[src/logic/rx_check_settings.svh]
// Raster and FIFO sizes are shrunk for simulation and the FIFO must hold REALIGN_DELAY pixels
`ifndef RX_CHECK_SETTINGS_SVH
`define RX_CHECK_SETTINGS_SVH

// **********************************************************************
// Golden raster timing in rx_vga_clk cycles
// **********************************************************************

// Horizontal, line total 24
`define H_SYNC   4
`define H_BACK   2
`define H_ACTIVE 16
`define H_FRONT  2

// Vertical, frame total 10 lines
`define V_SYNC   2
`define V_BACK   1
`define V_ACTIVE 6
`define V_FRONT  1

// Receive FIFO is 32 deep, realign waits half of that
`define FIFO_ADDR_W   5
`define REALIGN_DELAY 16

// RGB565 pixels packed in one 64-bit receive word
`define PIX_PER_WORD 4

// Receiver error status code meaning no error
`define STATUS_PASS    18'h200
`define CLEAR_INTERVAL 15
`define FRAME_PIXELS   96

`endif
[src/logic/rx_check_pkg.sv]
// Shared types only, field widths are fixed by the RGB565 receive format
package rx_check_pkg;

   // **********************************************************************
   // Pixel and word formats
   // **********************************************************************

   // One RGB565 pixel, red in the top bits
   typedef struct packed {
      logic [4:0] r;
      logic [5:0] g;
      logic [4:0] b;
   } rgb565_t;

   // Held receive word as seen from the receiver core
   // first pixel sits in data[63:48]
   typedef struct packed {
      logic [63:0] data;
      logic        valid;
      // Number of pixels in this word, 1 to 4
      logic [2:0]  count;
      // Level, falling edge starts a frame
      logic        vsync;
   } rx_word_t;

   // Display pixel with its active flag
   typedef struct packed {
      rgb565_t pix;
      logic    active;
   } disp_pixel_t;

   // **********************************************************************
   // Pattern select and status
   // **********************************************************************

   typedef enum logic [1:0] {
      PAT_BARS,
      PAT_RAMP,
      PAT_CHECKER,
      PAT_SOLID
   } pattern_e;

   // Raw receiver error status, 18'h200 means clean
   typedef logic [17:0] status_t;

endpackage

[src/logic/pixel_compare.sv]
// Pass needs one full frame of consecutive matches and a clean receiver status at the same time
`timescale 1ns/100ps
`include "rx_check_settings.svh"

module pixel_compare (
   input  logic                      rx_vga_clk,
   input  logic                      rst_n,
   input  rx_check_pkg::disp_pixel_t golden_i,
   input  rx_check_pkg::rgb565_t     rx_pix_i,
   input  logic                      frame_end_i,
   input  rx_check_pkg::status_t     status_i,
   output logic                      pass_o
);

   // One spare bit above the frame size
   localparam int CNT_W = $clog2(`FRAME_PIXELS + 1) + 1;

   logic [CNT_W-1:0] run_q;
   logic [CNT_W-1:0] max_q;
   logic             match;

   assign match = (rx_pix_i == golden_i.pix);

   // **********************************************************************
   // Run-length counter and per-frame latch
   // **********************************************************************

   always_ff @(posedge rx_vga_clk) begin
      if (!rst_n) begin
         run_q <= '0;
         max_q <= '0;
      end else if (frame_end_i) begin
         // Close the frame, keep the run for the verdict
         max_q <= run_q;
         run_q <= '0;
      end else if (golden_i.active) begin
         // Any mismatch restarts the run
         if (match) begin
            run_q <= run_q + 1'b1;
         end else begin
            run_q <= '0;
         end
      end
   end

   // Verdict follows the latched maximum
   // status is checked live as in the receiver
   assign pass_o = (max_q == CNT_W'(`FRAME_PIXELS)) && (status_i == `STATUS_PASS);

endmodule

[config.mk]
export PLATFORM = sky130hd
export DESIGN_NAME = pixel_compare
export DESIGN_NICKNAME = d
export VERILOG_FILES = /design/src/logic/rx_check_pkg.sv /design/src/logic/pixel_compare.sv
export VERILOG_INCLUDE_DIRS = /design/src /design/src/logic
export SDC_FILE = /design/constraint.sdc
export NUM_CORES = 1
export LEC_CHECK = 0
export BUFFER_PORTS_ARGS = -buffer_cell sky130_fd_sc_hd__buf_4
export CAP_MARGIN = 30
export CORE_UTILIZATION = 45
export CTS_BUF_LIST = sky130_fd_sc_hd__clkbuf_16
export CTS_CLUSTER_DIAMETER = 50
export DETAILED_ROUTE_END_ITERATION = 16
export PLACE_DENSITY = 0.84
export SLEW_MARGIN = 30
export SYNTH_ARGS = -nofsm -noshare
export SYNTH_HDL_FRONTEND = slang
export SYNTH_SLANG_ARGS = --single-unit
[constraint.sdc]
create_clock -name rx_vga_clk -period 3.6 [get_ports rx_vga_clk]
set_input_delay 0.72 -clock rx_vga_clk [delete_from_list [all_inputs] [get_ports rx_vga_clk]]
set_output_delay 0.72 -clock rx_vga_clk [all_outputs]
set_load 0.01 [all_outputs]
# == Word-level counts from Yosys, hierarchy flattened ==
# Index checks and enable logic that the tools add are counted.
# word_totals
regBits,16
latchBits,0
mem_bits_rw,0
mem_bits_ro,0
inputBits,54
output_inout_bits,1
wordCells,10
memories,0
# classes
addsub,1
mul,0
div_mod_pow,0
order_cmp,0
eq_ne,3
n_shift,0
n_mux,1
bitwise,1
reduce_logical,2
# op_table
cell,n
equality test 18 x 10 -> 1 bit (second input constant),1
equality test 16 bit,1
adder 8 x 1 -> 8 bit (second input constant),1
equality test 8 x 7 -> 1 bit (second input constant),1
2-to-1 mux 8 bit,1
OR reduction 2 bit,1
logical AND 1 bit,1
inverter 1 bit,1

# == Longest topological paths before layout ==
# logic_depth
depth_word,2
ltp_mapped,5
depth_no_buf,5

# == Least setup slack after synthesis ==
# Ideal clock, no wire load.
# synth_timing
kind,input -> output
start,input port status_i[1]
end,output port pass_o
arrival_time_ns,1.381
required_ns,2.880
setup_slack_ns,1.499
path_stages,3
n_path_buf,0
cell_sequence,nor4_1 > nand3_1 > nor3_1
# synth_between
elab_chain_cells,2
# synth_rtl
item,line,text
from (decl),pixel_compare.sv:11,"input rx_check_pkg::status_t status_i,"
equality test 18 x 10 -> 1 bit (no source line),-,
logical AND 1 bit,pixel_compare.sv:48,assign pass_o = (max_q == CNT_W'(`FRAME_PIXELS)) && (status_i == `STATUS_PASS);
to (decl),pixel_compare.sv:12,output logic pass_o
# No other way between the ends.

# == Worst setup path after layout ==
# Ends and elaborated chain as after synthesis.

==> metrics.md <==
| Metric | Value |
|---|---|
| Outcome | `completed` |
| Post-Syn Nets | `152` |
| Final TNS setup | `0 ns` |
| Vias | `922` |
| Clock latency on the worst-skew pair | `0.25 ns` |
| GP Congestion | `0.795` |
| Number of synthesized register bits | `16` |
| Initial antenna violation count | `0` |
| Die Y-Extent | `46.2 um` |
| Fin. Hold Viols | `0` |
| Gr ovfl total | `0` |
| Routed len/inst | `12.3 um` |
| Fin Hold WS | `0.523 ns` |
| Beginning of the worst register-to-register path | `run_q[0]$_SDFFE_PP0P_` |
| Pre-antenna DRT Iters | `4` |
| Final period utilization | `63.6%` |
| Max-cap violations | `0` |
| CTS max path bufs | `2` |
| Most frequent cells in the layout | `buf_4 (54), xor2_1 (19), dfxtp_1 (16), nor4_1 (9)` |
| Final wirelength | `2.20 mm` |
| Data arrival, critical path | `1.57 ns` |
| Worst path most repeated cell | `buf_4` |
| Mapped Cells | `97` |
| Std-Cell Rows | `15` |
| Root buffer cell | `clkbuf_16` |
| Fin Clk Skew | `0.00363 ns` |
| Worst Setup End Kind | `output pin` |
| Placed instance area | `0.00131 mm2` |
| GRT Total Usage | `22.7%` |
| Top_reg_cell synth | `dfxtp_1` |
| Resized cells post-CTS | `0` |
| Cell Chain, Critical Path | `buf_4, nor4_1, nand3_1, nor3_1, buf_4` |
| Min-delay src | `max_q[4]$_SDFFE_PN0P_` |
| Post-synth EDFFs | `0` |
| Hold_buf cts | `0` |
| Fin area | `0.00139 mm2` |
| Relative slew slack | `78.4%` |
| Initial Util | `49.3%` |
| Clock buffer count from CTS | `3` |
| Worst Path Max Fanout | `1` |
| WP buf/inv | `2` |
| Switch Pwr | `0.0932 mW` |
| Most common cell after layout, fill and taps aside | `buf_4` |
| Post-Syn Area | `878 um2` |
| Drt via density | `5.15` |
| Max VDD drop | `0.261 mV` |
| Switch share | `20.0%` |
| Clock power frac | `46.6%` |
| Ys async rst share | `0%` |
| Antenna Cells | `0` |
| RR Endpoint | `run_q[2]$_SDFFE_PP0P_` |
| Critical path data required time | `2.88 ns` |
| Fin nets | `210` |
| Combinational share of power | `15.4%` |
| Post-route ant nets | `0` |
| Worst path slowest cell | `nor4_1` |
| Post-CTS Setup Bufs | `0` |
| Sequential area share after synthesis | `36.5%` |
| CTS tree | `yes` |
| I/O Pins | `55` |
| Iter 0 DRT Violations | `8` |
| Hold depth | `2` |
| P&R area growth vs syn | `58.3%` |
| CP peak stage delay | `0.27 ns` |
| DRC | `0` |
| Unique masters post-synth | `23` |
| Cell family with most CP delay | `simple AND/OR/NAND/NOR gates` |
| Critical path class | `in2out` |
| Die ar. | `0.00213 mm2` |
| Reg2Reg Depth | `4` |
| Cell Pwr Density | `336 mW/mm2` |
| Layout cells sized above 1 | `37.7%` |
| Vias in the first global route | `842` |
| Static Leak | `0.610 nW` |
| FMAX | `0.436 GHz` |
| Pins Over Slew Limit | `0` |
| Total clock sinks | `16` |
| Worst setup SP type | `primary input` |
| RSZ-0062 raised after global routing | `no` |
| Detailed placer's ending HPWL | `1.76 mm` |
| Hold WC Path Type | `reg2reg` |
| Pint | `0.374 mW` |
| Final setup violating endpoints | `0` |
| Final min period | `2.29 ns` |
| Design Power | `0.467 mW` |
| Post-synthesis average cell area | `9.06 um2` |
| Seq pwr share | `38.0%` |
| H-tree Lvls | `1` |
| R2r setup slk | `2.32 ns` |
| First-pass GRT wire length | `3.26 mm` |
| Hold EP | `max_q[4]$_SDFFE_PN0P_` |
| CORE AREA | `0.00178 mm2` |
| Worst-Margin Slew | `0.321 ns` |
| Reg clk slew, reported paths | `0.05 ns` |
| Largest net degree at the start of global routing | `10` |
| Yosys warns | `0` |
| Die Span X | `46.2 um` |
| Buffers on Ports | `54` |
## how the worst max path moves through the flow
stage	startpoint	end	slack (ns)	cells past startpoint
2_1_floorplan	status_i[1]	pass_o	1.50	3
3_3_place_gp	status_i[7]	pass_o	1.35	5
3_5_place_dp	status_i[10]	pass_o	1.30	5
4_1_cts	status_i[10]	pass_o	1.30	5
5_1_grt	status_i[10]	pass_o	1.28	5
6_report	status_i[1]	pass_o	1.31	5
## sequential cells by signal, indices dropped and copies added (netlist names)
register and cells:
max_q 8, run_q 8
## per-layer routing
metal	vias to the layer above	GRT usage [%]	part of all wire (%)
met3	6	7.84	8.1
met2	54	39.2	50
met5	-	0	0
met4	0	14.7	2.6
met1	405	23.0	39
li1	457	-	-
## cells in the mapped netlist (2+ instances only)
| master | count | area [um2] |
|---|---|---|
| mux2i_1 | 8 | 80.1 |
| xor2_1 | 19 | 166 |
| nor4_1 | 9 | 56.3 |
| nor2_1 | 8 | 30.0 |
| nand4_1 | 4 | 25.0 |
| or3_1 | 2 | 12.5 |
| nor2b_1 | 8 | 50.1 |
| dfxtp_1 | 16 | 320 |
| xnor2_1 | 2 | 17.5 |
| nand3_1 | 2 | 10.0 |
| nand2_1 | 7 | 26.3 |
## power groups by stage
| stage | sequential (mW) | combinational [mW] | clock, mW |
|---|---|---|---|
| finish | 0.177 | 0.0719 | 0.217 |
| global route | 0.177 | 0.0775 | 0.228 |
| CTS | 0.177 | 0.0728 | 0.220 |
| detailed placement | 0.181 | 0.0724 | 0 |
| global placement | 0.181 | 0.0703 | 0 |
| floorplan | 0.181 | 0.0213 | 0 |
## worst min-delay path, stage by stage, from the launching register on
cell and delay [ns]:
dfxtp_1 0.30, mux2i_1 0.12, nor2b_1 0.06
## metrics by stage
| step | utilization (%) | instances | setup WS (ns) |
|---|---|---|---|
| finish | 78.0 | 179 | 1.31 |
| global route | 78.0 | 179 | 1.28 |
| CTS | 78.0 | 179 | 1.30 |
| detailed placement | 73.5 | 175 | 1.30 |
| global placement | 73.5 | 175 | 1.35 |
| floorplan | - | 97 | 1.50 |
## final cells by class
type	count	area [um2]
inverters	1	3.75
clock inverters	1	3.75
flip-flops and latches	16	320
fillers	122	393
repair buffers	54	405
multi-input cells	79	551
well taps	25	31.3
clock buffers	3	75.1
## cell families after synthesis
logic type	Yosys count	synth area share [%]
and+or+nand+nor	45	27.9
xor gates and xnor gates	21	20.9
DFF	16	36.5
muxes	8	9.12
AOI/OAI and AO/OA	4	3.28
buffers and inverters	2	0.854
adders and majority gates	1	1.42
(Power assumes the default switching activity.)
