`src/logic/rx_check_settings.svh`:
```
// Raster and FIFO sizes are shrunk for simulation and the FIFO must hold REALIGN_DELAY pixels
`ifndef RX_CHECK_SETTINGS_SVH
`define RX_CHECK_SETTINGS_SVH

// **********************************************************************
// Golden raster timing in rx_vga_clk cycles
// **********************************************************************

// Horizontal, line total 24
`define H_SYNC   4
`define H_BACK   2
`define H_ACTIVE 16
`define H_FRONT  2

// Vertical, frame total 10 lines
`define V_SYNC   2
`define V_BACK   1
`define V_ACTIVE 6
`define V_FRONT  1

// Receive FIFO is 32 deep, realign waits half of that
`define FIFO_ADDR_W   5
`define REALIGN_DELAY 16

// RGB565 pixels packed in one 64-bit receive word
`define PIX_PER_WORD 4

// Receiver error status code meaning no error
`define STATUS_PASS    18'h200
`define CLEAR_INTERVAL 15
`define FRAME_PIXELS   96

`endif
```
`src/logic/rx_check_pkg.sv`:
```
// Shared types only, field widths are fixed by the RGB565 receive format
package rx_check_pkg;

   // **********************************************************************
   // Pixel and word formats
   // **********************************************************************

   // One RGB565 pixel, red in the top bits
   typedef struct packed {
      logic [4:0] r;
      logic [5:0] g;
      logic [4:0] b;
   } rgb565_t;

   // Held receive word as seen from the receiver core
   // first pixel sits in data[63:48]
   typedef struct packed {
      logic [63:0] data;
      logic        valid;
      // Number of pixels in this word, 1 to 4
      logic [2:0]  count;
      // Level, falling edge starts a frame
      logic        vsync;
   } rx_word_t;

   // Display pixel with its active flag
   typedef struct packed {
      rgb565_t pix;
      logic    active;
   } disp_pixel_t;

   // **********************************************************************
   // Pattern select and status
   // **********************************************************************

   typedef enum logic [1:0] {
      PAT_BARS,
      PAT_RAMP,
      PAT_CHECKER,
      PAT_SOLID
   } pattern_e;

   // Raw receiver error status, 18'h200 means clean
   typedef logic [17:0] status_t;

endpackage

```
`src/logic/golden_pattern_gen.sv`:
```
// Pattern select is sampled every cycle so changing it mid-frame corrupts that frame
`timescale 1ns/100ps
`include "rx_check_settings.svh"

module golden_pattern_gen (
   input  logic                      rx_vga_clk,
   input  logic                      rst_n,
   input  logic                      restart_i,
   input  rx_check_pkg::pattern_e    pattern_i,
   output logic                      vsync_o,
   output logic                      rd_en_o,
   output rx_check_pkg::disp_pixel_t golden_o
);

   import rx_check_pkg::*;

   localparam int H_TOTAL = `H_SYNC + `H_BACK + `H_ACTIVE + `H_FRONT;
   localparam int V_TOTAL = `V_SYNC + `V_BACK + `V_ACTIVE + `V_FRONT;
   localparam int H_START = `H_SYNC + `H_BACK;
   localparam int V_START = `V_SYNC + `V_BACK;
   localparam int H_W     = $clog2(H_TOTAL);
   localparam int V_W     = $clog2(V_TOTAL);

   // Colour constants for the reference patterns
   localparam rgb565_t RED   = '{r: 5'h1f, g: 6'h00, b: 5'h00};
   localparam rgb565_t GREEN = '{r: 5'h00, g: 6'h3f, b: 5'h00};
   localparam rgb565_t BLUE  = '{r: 5'h00, g: 6'h00, b: 5'h1f};
   localparam rgb565_t WHITE = '{r: 5'h1f, g: 6'h3f, b: 5'h1f};
   localparam rgb565_t BLACK = '{r: 5'h00, g: 6'h00, b: 5'h00};
   localparam rgb565_t GRAY  = '{r: 5'h10, g: 6'h20, b: 5'h10};

   logic [H_W-1:0] h_q;
   logic [V_W-1:0] v_q;
   logic [H_W-1:0] x;
   logic [V_W-1:0] y;
   logic [1:0]     quarter;
   logic           h_act;
   logic           v_act;
   rgb565_t        pat_pix;
   rgb565_t        pix_q;
   logic           act_q;

   // **********************************************************************
   // Raster counters, count 0 is the first sync cycle
   // **********************************************************************

   always_ff @(posedge rx_vga_clk) begin
      if (!rst_n || restart_i) begin
         h_q <= '0;
         v_q <= '0;
      end else if (h_q == H_W'(H_TOTAL - 1)) begin
         h_q <= '0;
         v_q <= (v_q == V_W'(V_TOTAL - 1)) ? '0 : v_q + 1'b1;
      end else begin
         h_q <= h_q + 1'b1;
      end
   end

   assign h_act   = (h_q >= H_W'(H_START)) && (h_q < H_W'(H_START + `H_ACTIVE));
   assign v_act   = (v_q >= V_W'(V_START)) && (v_q < V_W'(V_START + `V_ACTIVE));
   assign vsync_o = (v_q < V_W'(`V_SYNC));
   assign rd_en_o = h_act && v_act;

   // Position inside the active area
   assign x       = h_q - H_W'(H_START);
   assign y       = v_q - V_W'(V_START);
   assign quarter = 2'(x / H_W'(`H_ACTIVE / 4));

   // **********************************************************************
   // Reference patterns
   // **********************************************************************

   always_comb begin
      case (pattern_i)
         PAT_BARS: begin
            case (quarter)
               2'd0:    pat_pix = RED;
               2'd1:    pat_pix = GREEN;
               2'd2:    pat_pix = BLUE;
               default: pat_pix = WHITE;
            endcase
         end
         PAT_RAMP:    pat_pix = '{r: 5'(x), g: 6'(y), b: 5'h00};
         PAT_CHECKER: pat_pix = (x[0] ^ y[0]) ? WHITE : BLACK;
         default:     pat_pix = GRAY;
      endcase
   end

   // Registered so it lines up with FIFO read data
   always_ff @(posedge rx_vga_clk) begin
      if (!rst_n) act_q <= 1'b0;
      else act_q <= rd_en_o;
   end

   always_ff @(posedge rx_vga_clk) begin
      pix_q <= rd_en_o ? pat_pix : BLACK;
   end

   assign golden_o = '{pix: pix_q, active: act_q};

endmodule

```
`config.mk`:
```
export PLATFORM = sky130hd
export DESIGN_NAME = golden_pattern_gen
export DESIGN_NICKNAME = d
export VERILOG_FILES = /design/src/logic/rx_check_pkg.sv /design/src/logic/golden_pattern_gen.sv
export VERILOG_INCLUDE_DIRS = /design/src /design/src/logic
export SDC_FILE = /design/constraint.sdc
export NUM_CORES = 1
export LEC_CHECK = 0
export BUFFER_PORTS_ARGS = -buffer_cell sky130_fd_sc_hd__buf_4
export CORE_MARGIN = 2
export CORE_UTILIZATION = 50
export CTS_BUF_LIST = sky130_fd_sc_hd__clkbuf_4 sky130_fd_sc_hd__clkbuf_8 sky130_fd_sc_hd__clkbuf_16
export DETAILED_ROUTE_END_ITERATION = 8
export PLACE_DENSITY = 0.74
export SYNTH_ARGS = -nofsm -noshare
export SYNTH_HDL_FRONTEND = slang
export SYNTH_SLANG_ARGS = --single-unit
```
`constraint.sdc`:
```
create_clock -name rx_vga_clk -period 2.15 [get_ports rx_vga_clk]
set_input_delay 0.5375 -clock rx_vga_clk [delete_from_list [all_inputs] [get_ports rx_vga_clk]]
set_output_delay 0.5375 -clock rx_vga_clk [all_outputs]
set_load 0.02 [all_outputs]
```
==> Yosys cells after proc, flatten, opt, wreduce, memory -nomap -nowiden <==
Cells that the tools add are included.
{ "totals": {"word_cells": 34, "output_inout_bits": 19, "register_bits": 26, "inputBits": 5} }
{ "classes": {"n_addsub": 4, "n_bitwise": 1, "n_eq_ne": 6, "n_reduce_logical": 8, "n_mux": 4, "magnitude_cmp": 5} }
{ "op_table": {"columns": ["op", "count"], "rows": [
  ["one-hot mux 16 bit (3 select lines)", 2],
  ["two-way mux 16 bit", 1],
  ["adder 5 x 1 -> 5 bit (second input constant)", 1],
  ["== test 5 bit (second input constant)", 1],
  [">= comparator 5 x 3 -> 1 bit (second input constant)", 1],
  ["< comparator 5 bit (second input constant)", 1],
  ["subtractor 5 x 3 -> 5 bit (second input constant)", 1],
  ["adder 4 x 1 -> 4 bit (second input constant)", 1],
  ["== test 2 x 1 -> 1 bit (second input constant)", 2],
  ["== test 2 bit (second input constant)", 2],
  ["== test 4 bit (second input constant)", 1],
  [">= comparator 4 x 2 -> 1 bit (second input constant)", 1],
  ["zero test 2 bit", 2],
  ["< comparator 4 x 2 -> 1 bit (second input constant)", 1],
  ["< comparator 4 bit (second input constant)", 1],
  ["two-way mux 4 bit", 1],
  ["subtractor 4 x 2 -> 4 bit (second input constant)", 1],
  ["logical AND 1 bit", 3],
  ["OR reduction 2 bit", 1],
  ["zero test 1 bit", 1],
  ["logical OR 1 bit", 1],
  ["XOR 1 bit", 1]
]} }

==> Depth between registers and ports, before layout <==
{ "logic_depth": {"ltp_word": 4, "mapped_depth": 6} }

==> Worst setup path after synthesis <==
OpenSTA, ideal clock, no wires.
{ "synth_timing": {"kind": "register -> output", "from": "reg h_q[2]", "to": "out rd_en_o", "t_required_ns": 1.612, "arrival_ns": 1.211, "stages_incl_launch_ff": 5, "path_slack_ns": 0.402, "path_cell_list": "dfxtp_1 > ha_1 > or3_1 > o211ai_2 > inv_1"} }
{ "synth_via": {"elab_chain_cells": 3, "elab_cells_between_ends": 4, "cone_classes": "2 x order compare; 2 x reduce/logical"} }
{ "synth_lines": {"columns": ["element", "line", "text"], "rows": [
  ["start: declaration", "golden_pattern_gen.sv:32", "logic [H_W-1:0] h_q;"],
  ["start signal: assignment", "golden_pattern_gen.sv:55", "h_q <= h_q + 1'b1;"],
  [">= comparator 5 x 3 -> 1 bit or < comparator 5 bit (tied branches)", "golden_pattern_gen.sv:59", "assign h_act = (h_q >= H_W'(H_START)) && (h_q < H_W'(H_START + `H_ACTIVE));"],
  ["logical AND 1 bit (*)", "golden_pattern_gen.sv:59", null],
  ["logical AND 1 bit (*)", "golden_pattern_gen.sv:62", "assign rd_en_o = h_act && v_act;"],
  ["end: declaration", "golden_pattern_gen.sv:11", "output logic rd_en_o,"]
]} }
Every way passes the cells marked *; elsewhere a longest branch is shown, timed or not.

==> Final worst setup path <==
{ "layout_timing": {"from": "reg v_q[1]", "to": "out rd_en_o"} }
{ "layout_via": {"elab_chain_cells": 3, "elab_cells_between_ends": 4, "cone_classes": "2 x order compare; 2 x reduce/logical"} }
{ "layout_lines": {"columns": ["element", "line", "text"], "rows": [
  ["start: declaration", "golden_pattern_gen.sv:33", "logic [V_W-1:0] v_q;"],
  ["start signal: assignment", "golden_pattern_gen.sv:53", "v_q <= (v_q == V_W'(V_TOTAL - 1)) ? '0 : v_q + 1'b1;"],
  [">= comparator 4 x 2 -> 1 bit or < comparator 4 bit (tied branches)", "golden_pattern_gen.sv:60", "assign v_act = (v_q >= V_W'(V_START)) && (v_q < V_W'(V_START + `V_ACTIVE));"],
  ["logical AND 1 bit (*)", "golden_pattern_gen.sv:60", null],
  ["logical AND 1 bit (*)", "golden_pattern_gen.sv:62", null]
]} }
Marked as above.

==> impl_metrics.tcl <==
set metrics [dict create \
    status "complete, no violations" \
    grt_pass1_vias 799 \
    vias 934 \
    cts.sinks 23 \
    grt_pass1_wl_mm 3.49 \
    cts_hold_buf 0 \
    hold_violations 0 \
    syn_inst 126 \
    antenna_found_initial 0 \
    crit_buf_inv 3 \
    grt_max_degree 14 \
    numCtsBuffers 3 \
    fp.dieH_microns 52.0 \
    hpwl_mm 1.53 \
    vdd_drop_max_mv 0.313 \
    setup_ws_ps 49.8 \
    cp-start-kind "flop" \
    path_cells "inv_1 > ha_1 > and3b_1 > o211ai_2 > inv_1 > buf_4" \
    crit_arrival_ps 1560 \
    area_delta_synth_final_pct 19.1 \
    min_period_ps 2100 \
    drtIter0Drc 10 \
    dpl_worst_slack_ps 255 \
    timing.reg2reg.setup_slack_ps 330 \
    total_power_mw 0.677 \
    leakage_nw 0.541 \
    fin_area_sq_mm 0.00137 \
    antennaDiodeCount 0 \
    die_area_sq_mm 0.00271 \
    syn_nets 138 \
    critPathSlowestCell "dfxtp_1" \
    place_area_sq_mm 0.00130 \
    rows 17 \
    boundaryPins 24 \
    worst_pin_slew_ps 549 \
    period_share 0.977 \
    clkTransAtPathRegs_ps 110 \
    clock_tree.root_cell "clkbuf_4" \
    power_density_mw_per_mm2 493 \
    track_usage 0.173 \
    viasPerCell 5.37 \
    ant_nets 0 \
    critPathCaptureType "primary output" \
    clock_path_buffers 2 \
    required_ps 1610 \
    yosysSeqAreaShare 0.399 \
    relSlewSlack 0.631 \
    critPathMostFrequentCell "inv_1" \
    cap_violations 0 \
    grt.overflow.total 0 \
    wirelength_mm 2.05 \
    fmax_ghz 0.476 \
    synth_edf_count 0 \
    synth_flop_cell "dfxtp_1" \
    die_x_microns 52.0 \
    netlist_area_sq_mm 0.00115 \
    cpLargestDelayFamily "flip-flops" \
    cts_tree "built" \
    async_reset_ff_frac 0 \
    synth_warnings 0 \
    place.gp.congestion 0.840 \
    h-tree-depth 1 \
    max_stage_delay_ps 440 \
    initial_utilization 0.527 \
    worstSetupPathType "flop to primary output" \
    layout.nets 159 \
    wl_per_cell_microns 11.8 \
    finalMaxSlewViolations 0 \
    ys_ff_latch 23 \
    clk_latency_ps 300 \
    layout-drive-gt1-share 0.295 \
    min_path_type "input port to flop" \
    path_max_fanout 5 \
    core-area_sq_mm 0.00219 \
    synth.avg_cell_area_sq_um 9.16 \
    ys_types 35 \
    dr.pass1.iters 4 \
    finalSetupViolations 0 \
    drc 0 \
    fin_worst_skew_ps 1.99 \
    io_buffers 23 \
]
[sequential cells by signal, indices dropped and copies added (netlist names)]
signal    count
golden_o     13
h_q           5
v_q           4
act_q         1
[final cells by class]
class | count | area, sq um
fillers | 189 | 817
multi-input cells | 85 | 614
flip-flops and latches | 23 | 469
repair buffers | 26 | 195
well taps | 28 | 35.0
clock buffers | 4 | 30.0
inverters | 8 | 30.0
[per-stage QoR]
step | hold WS [ps] | std cells | TNS [ps] | utilization
finish | 468 | 174 | 0 | 0.627
global route | 466 | 174 | -6.13 | 0.627
CTS | 462 | 172 | 0 | 0.609
detailed placement | 499 | 168 | 0 | 0.593
global placement | 495 | 168 | 0 | 0.593
floorplan | 452 | 126 | 0 | -
[where the power goes]
part	leakage, nW	internal (mW)	total, mW	switching (mW)
clock network	0.0184	0.0849	0.201	0.116
logic	0.335	0.0206	0.0475	0.0268
registers	0.188	0.425	0.428	0.00304
total	0.541	0.531	0.677	0.146
[layout by cell type (no fill, tap or decap), types with 2 or more instances in the layout]
cell / instances
nand4b_1: 3
a221oi_1: 5
buf_4: 26
nand2_1: 10
nor3_1: 6
o21ai_0: 3
nand3_1: 3
ha_1: 5
nor2_1: 8
inv_1: 8
clkbuf_4: 4
o211ai_1: 2
a211oi_1: 3
nand3b_1: 2
nor2b_1: 2
dfxtp_4: 2
a21oi_1: 9
xnor2_1: 5
dfxtp_1: 20
[timing repair]
item,4_1_cts,5_1_grt
pin swaps,0,0
setup endpoints to repair,1,1
hold endpoints to repair,0,0
gates cloned,0,0
buffers inserted,0,2
gates resized for setup,3,6
[final timing paths]
kind                from  depth (start not counted)      endpoint
setup / recovery  v_q[1]                          6       rd_en_o
hold / removal     rst_n                          2         act_q
setup reg to reg  h_q[1]                          6  golden_o[15]
hold reg to reg   h_q[0]                          1        h_q[0]
[cell families (layout without fill, tap and decap cells)]
family,count (synthesis),after routing,synth area share
AOI/OAI and AO/OA,27,27,0.168
xor gates and xnor gates,6,6,0.0456
adders and majority gates,7,7,0.0759
buffers and inverters,18,38,0.0857
DFF,23,23,0.399
and+or+nand+nor,45,45,0.226
[per-layer routing]
| layer | up-vias | wire (microns) | GRT usage |
|---|---|---|---|
| met1 | 418 | 926 | 0.196 |
| met3 | 7 | 101 | 0.0287 |
| met2 | 28 | 973 | 0.308 |
| met4 | 0 | 49 | 0.0877 |
| li1 | 481 | - | - |
| met5 | - | 0 | 0 |
[synth_stat cells (all sizes together), types with 5 or more instances]
| library cell | instances | area share |
|---|---|---|
| nor2 | 8 | 0.026 |
| xnor2 | 5 | 0.038 |
| a221oi | 5 | 0.038 |
| inv | 8 | 0.026 |
| ha | 7 | 0.076 |
| nor3 | 6 | 0.026 |
| dfxtp | 23 | 0.40 |
| nand2 | 10 | 0.033 |
| a21oi | 10 | 0.047 |
| buf | 10 | 0.060 |
Power figures use the tool's default switching activity.
