`src/logic/rx_check_settings.svh`:
```
// Raster and FIFO sizes are shrunk for simulation and the FIFO must hold REALIGN_DELAY pixels
`ifndef RX_CHECK_SETTINGS_SVH
`define RX_CHECK_SETTINGS_SVH

// **********************************************************************
// Golden raster timing in rx_vga_clk cycles
// **********************************************************************

// Horizontal, line total 24
`define H_SYNC   4
`define H_BACK   2
`define H_ACTIVE 16
`define H_FRONT  2

// Vertical, frame total 10 lines
`define V_SYNC   2
`define V_BACK   1
`define V_ACTIVE 6
`define V_FRONT  1

// Receive FIFO is 32 deep, realign waits half of that
`define FIFO_ADDR_W   5
`define REALIGN_DELAY 16

// RGB565 pixels packed in one 64-bit receive word
`define PIX_PER_WORD 4

// Receiver error status code meaning no error
`define STATUS_PASS    18'h200
`define CLEAR_INTERVAL 15
`define FRAME_PIXELS   96

`endif
```
`src/logic/frame_realign.sv`:
```
// Vsync inputs are single-clock levels and REALIGN_DELAY must be at least 2
`timescale 1ns/100ps
`include "rx_check_settings.svh"

module frame_realign (
   input  logic rx_vga_clk,
   input  logic rst_n,
   input  logic rx_vsync_i,
   input  logic golden_vsync_i,
   output logic rx_realign_o,
   output logic golden_realign_o
);

   localparam int DLY = `REALIGN_DELAY;

   // Index 0 is the receive vsync, index 1 the golden vsync
   // top bit of each line keeps the previous tap for the edge detect
   logic [1:0][DLY:0] dly_q;
   logic [1:0]        vs_in;
   logic [1:0]        fall;

   assign vs_in = {golden_vsync_i, rx_vsync_i};

   // **********************************************************************
   // Delay lines
   // **********************************************************************

   always_ff @(posedge rx_vga_clk) begin
      if (!rst_n) begin
         dly_q <= '0;
      end else begin
         for (int i = 0; i < 2; i++) begin
            dly_q[i] <= {dly_q[i][DLY-1:0], vs_in[i]};
         end
      end
   end

   // Falling edge seen at the end of each line
   always_comb begin
      for (int i = 0; i < 2; i++) begin
         fall[i] = dly_q[i][DLY] & ~dly_q[i][DLY-1];
      end
   end

   assign rx_realign_o     = fall[0];   // flushes FIFO, restarts golden raster
   assign golden_realign_o = fall[1];   // closes the comparison frame

endmodule

```
`config.mk`:
```
export PLATFORM = sky130hd
export DESIGN_NAME = frame_realign
export DESIGN_NICKNAME = d
export VERILOG_FILES = /design/src/logic/frame_realign.sv
export VERILOG_INCLUDE_DIRS = /design/src /design/src/logic
export SDC_FILE = /design/constraint.sdc
export NUM_CORES = 1
export LEC_CHECK = 0
export CAP_MARGIN = 20
export CORE_MARGIN = 2
export CORE_UTILIZATION = 47
export CTS_CLUSTER_DIAMETER = 50
export DETAILED_ROUTE_END_ITERATION = 6
export DONT_BUFFER_PORTS = 1
export PLACE_DENSITY_LB_ADDON = 0.3
export SYNTH_ARGS = -nofsm -noshare
export SYNTH_HDL_FRONTEND = slang
export SYNTH_SLANG_ARGS = --single-unit
```
`constraint.sdc`:
```
create_clock -name rx_vga_clk -period 0.8 [get_ports rx_vga_clk]
set_input_delay 0.08 -clock rx_vga_clk [delete_from_list [all_inputs] [get_ports rx_vga_clk]]
set_output_delay 0.08 -clock rx_vga_clk [all_outputs]
set_load 0.01 [all_outputs]
```
=== After elaboration in Yosys (flattened, before gate mapping) ===
Cells that the tools add are included.

* Word-level logic and storage cells: 6
* Register bits: 34
* Input port bits: 4
* Output and inout bits: 2

* Bitwise gates (word level): 4

{| class="wikitable"
|+ Operators with widths
! kind !! count
|-
| $and A1 B1 Y1 || 2
|-
| $not A1 Y1 || 2
|}

=== Depth between registers and ports, before layout ===
Gate-level depths: netlist of run 1.

* Depth in word-level cells: 2
* Gate-level depth with buffers: 2
* Mapped depth without buffers: 1

=== Least setup slack after synthesis of run 1 ===
OpenSTA, ideal clock, no wires.

* Kind: reg2reg
* From: register dly_q[32] (netlist bit)
* To: register dly_q[33] (netlist bit)
* Required time: 0.684 ns
* Library setup time: 0.116 ns
* Path slack: 0.234 ns
* Cell stages (with the launch flop): 2
* Clock period less this slack: 0.566 ns
* Buffers on the path: 0
* Arrival time: 0.450 ns
* Path through: dfxtp_1 and2_2

{| class="wikitable"
|+ RTL lines
! element !! line !! RTL
|-
| start, declared || frame_realign.sv:18 || <nowiki>logic [1:0][DLY:0] dly_q;</nowiki>
|-
| start signal, assigned by index || frame_realign.sv:33 || <nowiki>dly_q[i] <= {dly_q[i][DLY-1:0], vs_in[i]};</nowiki>
|}

No word-level cell between the ends.

=== Worst setup path after layout of run 1 ===
* From: register dly_q[16] (netlist bit)
* To: output port rx_realign_o

* Word-level cells in the longest chain between the ends: 1

{| class="wikitable"
|+ Ends and longest elaborated chain
! element !! line !! RTL
|-
| $and A1 B1 Y1 || frame_realign.sv:41 || <nowiki>fall[i] = dly_q[i][DLY] & ~dly_q[i][DLY-1];</nowiki>
|-
| end, declared || frame_realign.sv:10 || <nowiki>output logic rx_realign_o,</nowiki>
|}

No other way between the ends.

==> results.json, run 1 <==
{
  "synth_area_per_cell_um2": 13.2,
  "globalRoute.busiestLayer": "met2",
  "synthXorXnorAreaFrac_pct": 0,
  "clk_pin_slew_ns": 0.10,
  "syn_inst": 73,
  "grt_use_met1_pct": 12.1,
  "numCtsBuffers": 5,
  "num-fill-cells": 180,
  "drive_above_1_share_pct": 58.8,
  "synth_top_cell_by_area": "dfxtp_1",
  "synth_seq_cells": 34,
  "fin_tns_setup_ns": -0.137,
  "p_leak_nw": 0.469,
  "finalInstanceArea_um2": 1100,
  "vias": 466,
  "synth_compound_area_share_pct": 0,
  "final_common_cell": "and2_2",
  "p_per_area_nw_per_um2": 2650,
  "antenna_cells": 0,
  "yosys.area_share.simple_pct": 27.8,
  "top_register": "dly_q",
  "slew_violations": 0,
  "hold_buffers": 2,
  "clkSinkCount": 34,
  "path_cells": "nor2b_4",
  "setup_viol": 2,
  "post_cts_buffers": 0,
  "crit_family": "flip-flops",
  "slew_headroom_pct": 92.3,
  "cp_slowest_stage_delay_ns": 0.33,
  "grtUsageMet3_pct": 4.60,
  "clk_latency_ns": 0.33,
  "ys_types": 4,
  "peakVddDrop_mv": 1.42,
  "tightest_slew_ns": 0.116,
  "critPathSlowestCell": "dfxtp_2",
  "fin_crit_sh_pct": 109,
  "fin_ws_ns": -0.0730,
  "layout_common_cells": "34 x and2_2, 31 x dfxtp_1, 5 x clkbuf_4",
  "core-area_um2": 1940,
  "worstHoldPathType": "in2reg",
  "crit_buf_inv": 0,
  "die-area_um2": 2430,
  "regArea_um2": 684,
  "die_y_um": 49.3,
  "critPathArrivalTime_ns": 0.79,
  "syn-cell-area_um2": 963,
  "maxCapViolCount": 0,
  "fmax_mhz": 1150,
  "vias_per_cell": 4.36,
  "synth.area.top_cells": "dfxtp_1 71%, and2_2 26%, clkbuf_2 1.6%",
  "holdWs_ns": -0.112,
  "fin_nets": 83,
  "seq_area_frac_synth_pct": 70.6,
  "io_pins": 6,
  "violations": "negative hold slack, negative setup slack",
  "dp.cells": 97,
  "critPathMaxFanout": 1,
  "rsz0062_at_grt": "true",
  "synth_top_family_by_area": "simple AND/OR/NAND/NOR gates",
  "cts_htree_levels": 2,
  "routed_wl_mm": 1.02,
  "period_minus_slack_ns": 0.873,
  "gp_congestion": 0.563,
  "synthAdderAreaFrac_pct": 0,
  "postRouteAntennaNets": 0,
  "end_kind": "output port",
  "cts_root_buf": "clkbuf_4",
  "route.detailed.drc": 0,
  "grt_use_total_pct": 11.3,
  "die_x_um": 49.3,
  "overflow": 0,
  "required_ns": 0.72,
  "rows": 16,
  "synth_top_area_share_pct": 70.6,
  "ys_warn_count": 0,
  "grt_max_degree": 35,
  "cts_tree": "yes",
  "grt_pass1_vias": 487,
  "port_buffers": 0,
  "synth_fp_nets": 77,
  "top_regs": "dly_q: 34 flops",
  "dp_slack_ns": 0.219,
  "synthMuxAreaShare_pct": 0,
  "status": "complete, but fails checks",
  "hpwl_um": 509,
  "use_met2_pct": 16.2,
  "multiInputGateArea_um2": 283,
  "placed_cell_area_um2": 982,
  "antenna_found_initial": 0,
  "area_delta_synth_final_pct": 14.0,
  "layoutNonFillerInstCount": 107,
  "avgRoutedWirePerCell_um": 9.50,
  "start_kind": "flip-flop",
  "largest_reg_flops": 34,
  "drt_iter0_drc": 6,
  "finalHoldViolations": 32,
  "clock_path_buffers": 2,
  "finClkSkew_ns": 0.0122,
  "dr.pass1.iters": 4,
  "grt_pass1_wl_mm": 1.95,
  "path_class": "reg2out",
  "start_util_pct": 49.6
}
per-stage QoR:
step | total power [mW] | utilization, %
final | 2.91 | 56.6
after global routing | 3.04 | 56.6
after CTS | 2.96 | 56.4
after detailed placement | 1.76 | 50.6
after global placement | 1.76 | 50.6
after floorplan | 1.78 | -
cells by family (layout without fill, tap and decap cells):
logic type,count (synthesis),count (layout)
buffers and inverters,3,10
and+or+nand+nor,36,36
DFF,34,34
power by group:
group	switching [mW]	total, mW	internal, mW
Sequential	0.00311	1.71	1.71
Combinational	0.00443	0.0226	0.0182
Clock	0.527	1.17	0.647
repair_timing:
| item | 4_1_cts | 5_1_grt |
|---|---|---|
| cloned | 0 | 0 |
| gates resized for setup | 5 | 2 |
| setup endpoints to repair | 2 | 2 |
| endpoints found under the hold margin | 34 | 32 |
synthesized netlist by cell type (all sizes together):
cell    count
and2       34
dfxtp      34
clkbuf      3
nor2b       2
layout make-up:
class,count,share of cell area [%]
flip-flops and latches,34,62.3
well taps,27,3.08
repair buffers,2,1.82
clock buffers,5,3.42
clock inverters,3,3.64
multi-input cells,36,25.7
final timing paths:
check	startpoint	to	cells after the start	slack [ns]
setup reg to reg	dly_q[32]	dly_q[33]	1	0.18
hold reg to reg	dly_q[9]	dly_q[10]	1	0.45
setup / recovery	dly_q[16]	rx_realign_o	1	-0.07
hold / removal	rst_n	dly_q[12]	1	-0.11
per-layer routing:
layer,wire (um),up-vias
met1,449,218
met5,0,-
met2,479,10
met4,31,0
met3,56,5
li1,-,233
(Power assumes the default switching activity.)
==> run 2, diff against run 1 <==
ABC_AREA = 1   (was not set)
CTS_CLUSTER_SIZE = 24   (was not set)
==> run 2 against run 1 <==
Setup slack gained 0.020 ns. Non-clock buffer count stayed put. Cell count up 34%. Area after synthesis rose by 3.0%. Power is 2.6% lower. Clock power down 6%. Largest power group unchanged. First-iteration DRC count is 50% lower. Synthesized cell count up 51%. The flow still finishes with violations (negative hold slack, negative setup slack). Register-to-register slack improved by 0.09 ns.
==> results.json, run 2 <==
{
  "p_total_mw": 2.83,
  "route.detailed.drc": 0,
  "num-fill-cells": 190,
  "cts_root_buf": "clkbuf_4",
  "path_cells": "nor2_4",
  "synth_area_per_cell_um2": 9.02,
  "period_minus_slack_ns": 0.853,
  "clock_path_buffers": 2,
  "synth_common_cells": "36 x inv_1, 34 x dfxtp_1, 34 x nand2_1",
  "dr.pass1.iters": 2,
  "multiInputGateArea_um2": 150,
  "cp-startpoint": "dly_q[32]",
  "critPathSlowestCell": "dfxtp_2",
  "regArea_um2": 686,
  "layout_common_cells": "34 x nand2_1, 34 x inv_1, 30 x dfxtp_1",
  "ys.flop_type": "dfxtp_1",
  "fin_nets": 119,
  "clkSinkCount": 34,
  "port_buffers": 0,
  "async_reset_ff_share_pct": 0,
  "fin_crit_sh_pct": 107,
  "synth_most_common_cell": "inv_1",
  "seq_area_frac_synth_pct": 68.6,
  "synth_top_cell_by_area": "dfxtp_1",
  "hpwl_um": 619,
  "vias_per_cell": 3.81,
  "cp_slowest_stage_delay_ns": 0.34,
  "synth.area.top_cells": "dfxtp_1 69%, inv_1 14%, nand2_1 13%",
  "end_kind": "output port",
  "maxCapViolCount": 0,
  "finalHoldViolations": 32,
  "top_regs": "dly_q: 34 flops",
  "numCtsBuffers": 5,
  "routed_wl_mm": 1.04,
  "area_delta_synth_final_pct": 11.2,
  "top_register": "dly_q",
  "critPathArrivalTime_ns": 0.77,
  "crit_buf_inv": 0,
  "fin_util_pct": 55.7,
  "status": "complete, but fails checks",
  "fin_tns_setup_ns": -0.101,
  "grt_use_met1_pct": 12.5,
  "p_per_area_nw_per_um2": 2570,
  "p_leak_nw": 0.694,
  "grt_pass1_vias": 473,
  "finClkSkew_ns": 0.00573,
  "crit_cells": 1,
  "slew_headroom_pct": 93.5,
  "ys_warn_count": 0,
  "clk_pin_slew_ns": 0.10,
  "r2r-start": "dly_q[15]",
  "cts_htree_levels": 2,
  "cts_tree": "yes",
  "vias": 545,
  "gp_congestion": 0.646,
  "path_class": "reg2out",
  "layoutNonFillerInstCount": 143,
  "rsz0062_at_grt": "true",
  "fmax_mhz": 1170,
  "syn-cell-area_um2": 992,
  "clk_latency_ns": 0.31,
  "dp.cells": 133,
  "grt_pass1_wl_mm": 1.86,
  "drive_above_1_share_pct": 13.8,
  "tightest_slew_ns": 0.0966,
  "die_x_um": 49.9,
  "use_met2_pct": 13.3,
  "avgRoutedWirePerCell_um": 7.27,
  "synth_seq_cells": 34,
  "core-area_um2": 1980,
  "antenna_found_initial": 0,
  "finalInstanceArea_um2": 1100,
  "largest_reg_flops": 34,
  "grt_max_degree": 35,
  "r2r_slack_ns": 0.27,
  "start_kind": "flip-flop",
  "drt_iter0_drc": 3,
  "start_util_pct": 50.1,
  "setup_viol": 2,
  "crit_family": "flip-flops",
  "required_ns": 0.72,
  "rows": 16,
  "grt_use_total_pct": 10.7,
  "ys_types": 6,
  "fin_ws_ns": -0.0530,
  "die_y_um": 49.9,
  "io_pins": 6,
  "critPathCapture": "golden_realign_o",
  "synth_top_area_share_pct": 68.6,
  "postRouteAntennaNets": 0,
  "slew_violations": 0,
  "grtUsageMet3_pct": 6.36,
  "worstHoldPathType": "in2reg",
  "peakVddDrop_mv": 1.50,
  "critPathMaxFanout": 2,
  "globalRoute.busiestLayer": "met2",
  "ff2ff_path_depth": 2,
  "r2r_end": "dly_q[16]",
  "synth_fp_nets": 114,
  "antenna_cells": 0,
  "violations": "negative hold slack, negative setup slack",
  "syn_inst": 110,
  "hold_buffers": 2,
  "holdWs_ns": -0.139,
  "placed_cell_area_um2": 985,
  "synth_edf_count": 0,
  "overflow": 0,
  "die-area_um2": 2490
}
==> run 2: per-stage QoR <==
stage / hold slack [ns] / setup slack (ns)
final: -0.139 / -0.0530
after detailed placement: 0.180 / 0.212
after global routing: -0.169 / -0.105
after CTS: -0.157 / -0.0958
after floorplan: 0.178 / 0.248
after global placement: 0.176 / 0.232
==> run 2: routing by layer <==
metal  vias up  share of wire (%)
met5         -                  0
met4         0                2.4
met3         4                5.7
met2        10                 39
met1       229                 52
li1        302                  -
==> run 2: worst register-to-register path, cell delays in order, from the launching register on <==
cell and delay [ns]:
dfxtp_2 0.34, nand2_1 0.05, inv_1 0.04
==> run 2: how the worst min path moves through the flow <==
stage | from | end | slack (ns) | depth (start not counted)
floorplan | rx_vsync_i | dly_q[0] | 0.18 | 2
finish | rst_n | dly_q[24] | -0.14 | 2
detailed placement | rst_n | dly_q[13] | 0.18 | 2
global route | rst_n | dly_q[19] | -0.17 | 2
global placement | rst_n | dly_q[13] | 0.18 | 2
CTS | rst_n | dly_q[30] | -0.16 | 2
==> run 2: cells by family (layout without fill, tap and decap cells) <==
family | after synthesis | count (layout) | synth area share [%]
buffers and inverters | 40 | 46 | 17.8
flip-flops | 34 | 34 | 68.6
AND/OR/NAND/NOR | 36 | 36 | 13.6
==> run 2: layout make-up <==
class	count	share of cell area, %
Clock buffer	8	7.14
Inverter	36	12.2
Multi-Input combinational cell	36	13.6
Sequential cell	34	62.1
Tap cell	27	3.06
Timing Repair Buffer	2	1.81
==> run 2: timing repair <==
action | in CTS | in global routing
resized for setup | 6 | 4
endpoints found under the setup margin | 2 | 2
hold endpoints to repair | 34 | 32
setup buffers | 0 | 0
pin swaps | 1 | 1
==> run 2: power breakdown <==
group	internal (mW)	switching [mW]	total, mW
sequential	1.71	0.00372	1.71
clock	0.601	0.500	1.10
combinational	0.0134	0.00782	0.0212
total	2.32	0.511	2.83
